File: src/fetch_pkg.sv
////////////////////////////////////////
// core-side types of the fetch stage
// import into any module that handles the fetch pc,
// instruction words or the packet sent to decode
////////////////////////////////////////
`default_nettype none

package fetch_pkg;

    // rv64 byte address width
    localparam int unsigned ADDR_W = 64;
    // base isa only, no compressed words
    localparam int unsigned INSTR_W = 32;

    // pc value after reset, start of dram
    localparam logic [ADDR_W-1:0] RESET_PC = 64'h0000_0000_8000_0000;

    // byte address
    typedef logic [ADDR_W-1:0] addr_t;

    // one raw instruction word
    typedef logic [INSTR_W-1:0] instr_t;

    // packet handed to decode
    // pc in the upper 64 bits, instruction in the lower 32
    typedef struct packed {
        addr_t  pc;
        instr_t instr;
    } fetch_pkt_t;

    // pc redirect coming back from execute
    // target must be word aligned
    typedef struct packed {
        logic  valid;
        addr_t target;
    } redirect_t;

endpackage : fetch_pkg

`default_nettype wire

File: src/mem_bus_pkg.sv
////////////////////////////////////////
// memory-side types of the icache port
// line refills use a valid/ready request
// and return one full line per handshake
////////////////////////////////////////
`default_nettype none

package mem_bus_pkg;

    // the request address reuses the core address type
    import fetch_pkg::*;

    // 16-byte line, four instruction words
    localparam int unsigned LINE_W = 128;
    // byte offset bits inside one line
    localparam int unsigned LINE_OFFSET_BITS = 4;

    // lowest address word sits in bits [31:0]
    typedef logic [LINE_W-1:0] line_t;

    // refill request toward memory
    // addr is line aligned, low offset bits zero
    typedef struct packed {
        logic  valid;
        addr_t addr;
    } mem_req_t;

endpackage : mem_bus_pkg

`default_nettype wire

File: src/pc_gen.sv
////////////////////////////////////////
// fetch program counter
// steps by one word per emitted packet,
// loads the execute target on a redirect
////////////////////////////////////////
`default_nettype none
`timescale 1ns/100ps

module pc_gen
    import fetch_pkg::*;
(
    input  wire logic      clk,
    input  wire logic      rst,
    // redirect from execute, sampled at the edge
    input  wire redirect_t redirect_i,
    // high when a packet left toward decode this cycle
    input  wire logic      advance_i,
    output addr_t          pc_o
);

    // current fetch pc
    addr_t pc_q;
    // sequential successor, one word ahead
    addr_t pc_next_seq;

    // no compressed words, so always +4
    assign pc_next_seq = pc_q + addr_t'(4);

    always_ff @(posedge clk) begin
        if (rst) begin
            pc_q <= RESET_PC;
        end else if (redirect_i.valid) begin
            // redirect wins over a step in the same cycle
            // (the controller blocks emission then anyway)
            pc_q <= redirect_i.target;
        end else if (advance_i) begin
            pc_q <= pc_next_seq;
        end
    end

    // pc goes straight to the arrays and the controller
    assign pc_o = pc_q;

endmodule : pc_gen

`default_nettype wire

File: src/icache_arrays.sv
////////////////////////////////////////
// direct-mapped icache storage
// valid bits, tags and 16-byte lines with a
// combinational hit and word select by addr_i
////////////////////////////////////////
`default_nettype none
`timescale 1ns/100ps

module icache_arrays
    import fetch_pkg::*;
    import mem_bus_pkg::*;
#(
    // power of two, at least 2
    parameter int unsigned NUM_LINES = 16
) (
    input  wire logic   clk,
    input  wire logic   rst,
    // lookup address, also the fill address while fill_i is high
    input  wire addr_t  pc_i,
    input  wire logic   fill_i,
    input  wire line_t  fill_line_i,
    output logic        hit_o,
    output instr_t      instr_o
);

    localparam int unsigned INDEX_W = $clog2(NUM_LINES);
    localparam int unsigned TAG_W   = ADDR_W - INDEX_W - LINE_OFFSET_BITS;

    // address fields
    logic [INDEX_W-1:0]            index;
    logic [TAG_W-1:0]              tag;
    logic [LINE_OFFSET_BITS-3:0]   word_sel;

    // storage
    logic [NUM_LINES-1:0] valid_q;
    logic [TAG_W-1:0]     tag_q  [NUM_LINES];
    line_t                data_q [NUM_LINES];

    // line read at the current index
    line_t rd_line;

    assign index    = pc_i[LINE_OFFSET_BITS +: INDEX_W];
    assign tag      = pc_i[ADDR_W-1 -: TAG_W];
    assign word_sel = pc_i[LINE_OFFSET_BITS-1:2];

    // only the valid bits see reset
    always_ff @(posedge clk) begin
        if (rst) begin
            valid_q <= '0;
        end else if (fill_i) begin
            valid_q[index] <= 1'b1;
        end
    end

    // tag and line written together on a fill
    always_ff @(posedge clk) begin
        if (fill_i) begin
            tag_q[index]  <= tag;
            data_q[index] <= fill_line_i;
        end
    end

    // hit needs both a valid line and a matching tag
    assign hit_o   = valid_q[index] && (tag_q[index] == tag);
    assign rd_line = data_q[index];
    // lowest address word lives in the low bits
    assign instr_o = rd_line[word_sel*INSTR_W +: INSTR_W];

endmodule : icache_arrays

`default_nettype wire

File: src/icache_ctrl.sv
////////////////////////////////////////
// icache lookup/refill controller
// decides when a packet goes out, holds the
// refill request and pulses the line write
////////////////////////////////////////
`default_nettype none
`timescale 1ns/100ps

module icache_ctrl
    import fetch_pkg::*;
    import mem_bus_pkg::*;
#(
    // must match the arrays
    parameter int unsigned NUM_LINES = 16
) (
    input  wire logic  clk,
    input  wire logic  rst,
    input  wire addr_t pc_i,
    input  wire logic  hit_i,
    input  wire logic  credit_avail_i,
    input  wire logic  redirect_valid_i,
    // refill port
    output mem_req_t   mem_req_o,
    input  wire logic  mem_ready_i,
    // line write enable toward the arrays
    output logic       fill_o,
    // pc step enable
    output logic       advance_o,
    output logic       fetch_valid_o
);

    localparam int unsigned INDEX_W = $clog2(NUM_LINES);
    localparam int unsigned TAG_W   = ADDR_W - INDEX_W - LINE_OFFSET_BITS;

    typedef enum logic {
        LOOKUP,
        REFILL
    } state_e;

    state_e state_q;
    state_e state_d;

    // missed line, kept as tag and index fields
    logic [TAG_W-1:0]   miss_tag_q;
    logic [INDEX_W-1:0] miss_index_q;

    logic in_lookup;
    logic start_refill;

    assign in_lookup = (state_q == LOOKUP);

    // emit on a hit with a free decode slot
    // a redirect cycle never emits, the pc is about to change
    assign fetch_valid_o = in_lookup && hit_i && credit_avail_i && !redirect_valid_i;
    assign advance_o     = fetch_valid_o;

    // miss on a pc that is being redirected is stale, skip it
    assign start_refill = in_lookup && !hit_i && !redirect_valid_i;

    // line lands on the ready edge
    assign fill_o = (state_q == REFILL) && mem_ready_i;

    always_comb begin
        state_d = state_q;
        case (state_q)
            LOOKUP: begin
                if (start_refill) begin
                    state_d = REFILL;
                end
            end
            REFILL: begin
                // redirects do not abort a refill
                if (mem_ready_i) begin
                    state_d = LOOKUP;
                end
            end
            default: state_d = LOOKUP;
        endcase
    end

    always_ff @(posedge clk) begin
        if (rst) begin
            state_q <= LOOKUP;
        end else begin
            state_q <= state_d;
        end
    end

    // miss address captured once, held for the whole refill
    always_ff @(posedge clk) begin
        if (start_refill) begin
            miss_tag_q   <= pc_i[ADDR_W-1 -: TAG_W];
            miss_index_q <= pc_i[LINE_OFFSET_BITS +: INDEX_W];
        end
    end

    // request stays up through REFILL, drops after the handshake edge
    always_comb begin
        mem_req_o.valid = (state_q == REFILL);
        mem_req_o.addr  = {miss_tag_q, miss_index_q, {LINE_OFFSET_BITS{1'b0}}};
    end

endmodule : icache_ctrl

`default_nettype wire

File: src/fetch_credit_counter.sv
////////////////////////////////////////
// decode credit counter
// one credit per free decode buffer slot
////////////////////////////////////////
`default_nettype none
`timescale 1ns/100ps

module fetch_credit_counter #(
    // decode buffer depth
    parameter int unsigned CREDITS = 2
) (
    input  wire logic clk,
    input  wire logic rst,
    // packet sent this cycle
    input  wire logic consume_i,
    // decode freed a slot this cycle
    input  wire logic return_i,
    output logic      credit_avail_o
);

    localparam int unsigned CNT_W = $clog2(CREDITS + 1);

    logic [CNT_W-1:0] count_q;

    // decode never returns more than it got,
    // and consume only happens with a free credit
    always_ff @(posedge clk) begin
        if (rst) begin
            count_q <= CNT_W'(CREDITS);
        end else if (consume_i && !return_i) begin
            count_q <= count_q - 1'b1;
        end else if (return_i && !consume_i) begin
            count_q <= count_q + 1'b1;
        end
        // both or neither leaves the count alone
    end

    assign credit_avail_o = (count_q != '0);

endmodule : fetch_credit_counter

`default_nettype wire

File: src/ifetch_top.sv
////////////////////////////////////////
// instruction fetch stage top
// pc, icache, refill port and decode credits;
// set NUM_LINES and CREDITS here
////////////////////////////////////////
`default_nettype none
`timescale 1ns/100ps

module ifetch_top
    import fetch_pkg::*;
    import mem_bus_pkg::*;
#(
    parameter int unsigned NUM_LINES = 16,
    parameter int unsigned CREDITS   = 2
) (
    input  wire logic      clk,
    input  wire logic      rst,
    // core side
    input  wire redirect_t redirect_i,
    input  wire logic      credit_return_i,
    output fetch_pkt_t     fetch_o,
    output logic           fetch_valid_o,
    // memory side
    output mem_req_t       mem_req_o,
    input  wire logic      mem_ready_i,
    input  wire line_t     mem_rdata_i
);

    addr_t  pc;
    addr_t  array_addr;
    instr_t instr;
    logic   hit;
    logic   fill;
    logic   advance;
    logic   credit_avail;

    pc_gen pc_gen_i (
        .clk        (clk),
        .rst        (rst),
        .redirect_i (redirect_i),
        .advance_i  (advance),
        .pc_o       (pc)
    );

    // a redirect may move the pc mid-refill,
    // so the line is written at the request address
    assign array_addr = fill ? mem_req_o.addr : pc;

    icache_arrays #(
        .NUM_LINES (NUM_LINES)
    ) icache_arrays_i (
        .clk         (clk),
        .rst         (rst),
        .pc_i        (array_addr),
        .fill_i      (fill),
        .fill_line_i (mem_rdata_i),
        .hit_o       (hit),
        .instr_o     (instr)
    );

    icache_ctrl #(
        .NUM_LINES (NUM_LINES)
    ) icache_ctrl_i (
        .clk              (clk),
        .rst              (rst),
        .pc_i             (pc),
        .hit_i            (hit),
        .credit_avail_i   (credit_avail),
        .redirect_valid_i (redirect_i.valid),
        .mem_req_o        (mem_req_o),
        .mem_ready_i      (mem_ready_i),
        .fill_o           (fill),
        .advance_o        (advance),
        .fetch_valid_o    (fetch_valid_o)
    );

    fetch_credit_counter #(
        .CREDITS (CREDITS)
    ) fetch_credit_counter_i (
        .clk            (clk),
        .rst            (rst),
        .consume_i      (fetch_valid_o),
        .return_i       (credit_return_i),
        .credit_avail_o (credit_avail)
    );

    // packet carries the lookup pc and its word
    assign fetch_o.pc    = pc;
    assign fetch_o.instr = instr;

endmodule : ifetch_top

`default_nettype wire

File: config.mk
export PLATFORM = sky130hd
export DESIGN_NAME = ifetch_top
export DESIGN_NICKNAME = d
export VERILOG_FILES = /design/src/fetch_pkg.sv /design/src/mem_bus_pkg.sv /design/src/pc_gen.sv /design/src/icache_arrays.sv /design/src/icache_ctrl.sv /design/src/fetch_credit_counter.sv /design/src/ifetch_top.sv
export SDC_FILE = /design/constraint.sdc
export NUM_CORES = 2
export LEC_CHECK = 0
export BUFFER_PORTS_ARGS = -buffer_cell sky130_fd_sc_hd__buf_2
export CAP_MARGIN = 20
export CORE_ASPECT_RATIO = 0.7
export CORE_MARGIN = 5
export CORE_UTILIZATION = 41
export DETAILED_ROUTE_END_ITERATION = 7
export PLACE_DENSITY = 0.54
export RECOVER_POWER = 25
export SYNTH_ARGS = -nofsm -noshare
export SYNTH_HDL_FRONTEND = slang
export SYNTH_SLANG_ARGS = --single-unit
File: constraint.sdc
create_clock -name clk -period 26.8 [get_ports clk]
set_clock_uncertainty 0.2 [all_clocks]
set_input_delay 5.36 -clock clk [delete_from_list [all_inputs] [get_ports clk]]
set_output_delay 5.36 -clock clk [all_outputs]
set_load 0.05 [all_outputs]
==> impl_metrics.csv <==
group,metric,value,unit
synth,synth_edf_count,3004,
synth,avgSynthCellArea,17.4,um2
setup_path,path_class,"input pin to primary output",
global_route,grt_start_max_net_pins,170,
placement,routabilityCongestion,0.864,
route,wl,361000,um
setup_path,start_kind,"input pin",
global_route,gr-total-overflow,0,
power,seqPwrFrac,51.1,%
min_path,hold_path_class,"flip-flop to flip-flop",
clock_tree,h-tree-depth,5,
floorplanning,std_cell_rows,162,
clock_tree,postCtsSetupRepairBufs,0,
setup_path,cp.arrival,11.71,ns
job,maxCapViolations,0,
final_layout,syn_to_final_growth,14.0,%
final_layout,final_common_cell,"edfxtp_1",
setup_path,critPathCaptureType,"primary output",
timing,setup_violations,0,
final_layout,drive_gt1_share,12.5,%
clock_tree,clockBufferDepth,4,
synth,netlist_area,114000,um2
floorplanning,io_pins,359,
floorplanning,fp.dieArea,290000,um2
global_route,grt_pass1_wl,508000,um
placement,dp_hpwl,189000,um
power,switchingPower,2480,uW
global_route,grt_usage,24.2,%
clock_tree,cts-root-buf,"clkbuf_16",
power,p_int,8030,uW
power,powerDensity,80.7,nW/um2
route,avgViaCountPerCell,6.31,
clock_tree,clkTransAtPathRegs,0.06,ns
setup_path,critical_path.max_fanout,91,
route,drt-initial-drc-count,8410,
synth,synthSimpleGateAreaFrac,2.96,%
clock_tree,cts.sinks,3087,
timing,worst_pin_slew,1.53,ns
route,drc,0,
synth,synth_ff_type,"edfxtp_1",
timing,clock.fmax,0.0579,GHz
final_layout,regArea,91900,um2
power,p_sw_share,23.6,%
synth,yosys_warnings,0,
power,leakagePower,0.0410,uW
min_path,hold_path_depth,2,
timing,hold_viol_final,0,
route,drtAntennaViolNets,0,
route,avgRoutedWirePerCell,33.2,um
run_status,violations,"slew limit",
min_path,worstHoldEndpoint,"icache_arrays_i.valid_q[6]$_SDFFE_PP0N_",
floorplanning,die_h,452,um
setup_path,rrSetupSlack,19.15,ns
global_route,antenna_found_initial,72,
clock_tree,cts_hold_buf,0,
power,vdd_drop_max,0.0502,mV
timing,fin_crit,17.27,ns
global_route,grt_pass1_vias,65400,
timing,drv_slew,2,
floorplanning,initial_core_util,41.1,%
timing,grt_setup_unrepaired,"false",
clock_tree,tritoncts,"done",
synth,synth-async-reset-ratio,0,%
timing,setup_tns,0,ns
clock_tree,clkLatencyLatePin,0.86,ns
synth,synth.distinct_cells,72,
setup_path,worst_r2r_endpoint,"fetch_credit_counter_i.count_q[1]$_SDFFE_PP1P_",
timing,timing.final.crit_share,64.4,%
synth,synth_xor_area_share,0.368,%
synth,ys_ff_latch,3087,
setup_path,ff2ff_path_depth,17,
min_path,min_from,"icache_arrays_i.valid_q[6]$_SDFFE_PP0N_",
power,combPwrFrac,8.5,%
floorplanning,core,278000,um2
setup_path,required,21.24,ns
synth,synth_top_family_by_area,"compound AO/OA/AOI/OAI gates",
timing,holdWs,0.273,ns
route,via_count,68500,
final_layout,final_cell_mix,"edfxtp_1 (3004), o22ai_1 (685), a22o_1 (448), a221oi_1 (448), clkbuf_16 (314)",
placement,portBuffers,354,
synth,synth_compound_area_share,14.3,%
synth,muxShareOfSynthArea,0.0482,%
final_layout,nFillCells,23400,
final_layout,fin_nets,7127,
timing,slew_headroom,-2.33,%
clock_tree,numCtsBuffers,307,
setup_path,r2r_start,"icache_ctrl_i.state_q$_SDFF_PP0_",
synth,ys_seq_area_share,80.4,%
run_status,status,"finished, violations left",
floorplanning,dieWidth,641,um
power,p_clk_share,40.3,%
synth,synthCells,6570,
final_layout,multi_input_area,20600,um2
route,drt_pre_antenna_iters,5,
clock_tree,cts_resized,0,
synth,synthAdderAreaFrac,0.0219,%
[cells by family (layout without fill, tap and decap cells)]
group,after synthesis,after routing
compound gates,2236,2236
xor+xnor,48,48
fa+ha+maj,2,2
buf+inv,530,1103
flops,3087,3087
mux,5,5
other cells,1,30
simple gates,661,661
[critical path, stage by stage]
cell and delay [ns]:
buf_2 0.16, and2_4 0.32, a22oi_2 0.20, buf_4 0.55
buf_12 0.43, buf_4 0.59, buf_4 0.64, o22ai_1 0.14
o21ai_0 0.24, nand4_1 0.22, xnor2_1 0.24, nor4_1 0.62
nand4_1 0.44, nor4_1 0.69, and3_1 0.28, buf_2 0.30
[cell type report]
class / count / area share (%)
Antenna cell: 26 / 0.0499
Clock buffer: 376 / 6.24
Clock inverter: 151 / 1.21
Inverter: 39 / 0.112
Multi-Input combinational cell: 2956 / 15.8
Sequential cell: 3087 / 70.5
Tap cell: 3690 / 3.54
Timing Repair Buffer: 537 / 2.49
[stage by stage]
step | power, uW | cells | area [um2] | worst slack, ns | utilization, %
finish | 10500 | 10900 | 130000 | 9.53 | 46.9
global route | 10800 | 10800 | 130000 | 9.32 | 46.9
CTS | 10600 | 10800 | 130000 | 9.73 | 46.9
detailed placement | 6360 | 10300 | 121000 | 9.73 | 43.4
global placement | 6360 | 10300 | 121000 | 9.43 | 43.4
floorplan | 5980 | 6573 | 114000 | 11.40 | -
[power by group through the flow]
stage          combinational, uW  sequential [uW]  clock (uW)
6_report                     895             5380        4240
5_1_grt                      941             5380        4520
4_1_cts                      890             5370        4310
3_5_place_dp                 887             5480           0
3_3_place_gp                 880             5480           0
2_1_floorplan                456             5520           0
[layer usage]
layer  track usage (%)  vias up  part of all wire [%]
met2              35.5     3222                    44
met4              5.47       22                   2.1
met5                 0        -                 0.040
met3              5.16      534                   8.8
met1              37.0    36200                    45
li1                  -    28600                     -
[registers in the layout, indices dropped and copies added, names as in the netlist]
register and count:
icache_arrays_i.data_q 2048, icache_arrays_i.tag_q 896, pc_gen_i.pc_o 64, icache_ctrl_i.miss_tag_q 56, icache_arrays_i.valid_q 16, icache_ctrl_i.miss_index_q 4
fetch_credit_counter_i.count_q 2, icache_ctrl_i.state_q 1
[how the worst max path moves through the flow]
| stage | slack [ns] | end | startpoint |
|---|---|---|---|
| after global routing | 9.32 | fetch_valid_o | mem_ready_i |
| after global placement | 9.43 | fetch_valid_o | mem_ready_i |
| final | 9.53 | fetch_valid_o | mem_ready_i |
| after detailed placement | 9.73 | fetch_valid_o | mem_ready_i |
| after CTS | 9.73 | fetch_valid_o | mem_ready_i |
| after floorplan | 11.40 | icache_arrays_i.data_q[0][0]$_DFFE_PP_ | mem_ready_i |
[cells in the mapped netlist, types with 36 or more instances]
cell / number / area [um2]
or4_1: 47 / 353
edfxtp_1: 3004 / 90200
a21oi_1: 77 / 385
nor4_1: 36 / 225
xnor2_1: 47 / 412
inv_1: 37 / 139
nor2_1: 108 / 405
clkbuf_1: 371 / 1390
a221oi_1: 448 / 3920
a22oi_1: 129 / 968
o21ai_0: 205 / 1030
nand2_1: 191 / 717
dfxtp_1: 83 / 1660
nand3_1: 45 / 225
nand4_1: 70 / 438
a22o_1: 448 / 3920
nor3_1: 84 / 420
o21ai_1: 53 / 265
buf_2: 57 / 285
o22ai_1: 685 / 4290
o31ai_1: 51 / 383
No activity file was read; power rests on OpenSTA's default activity.
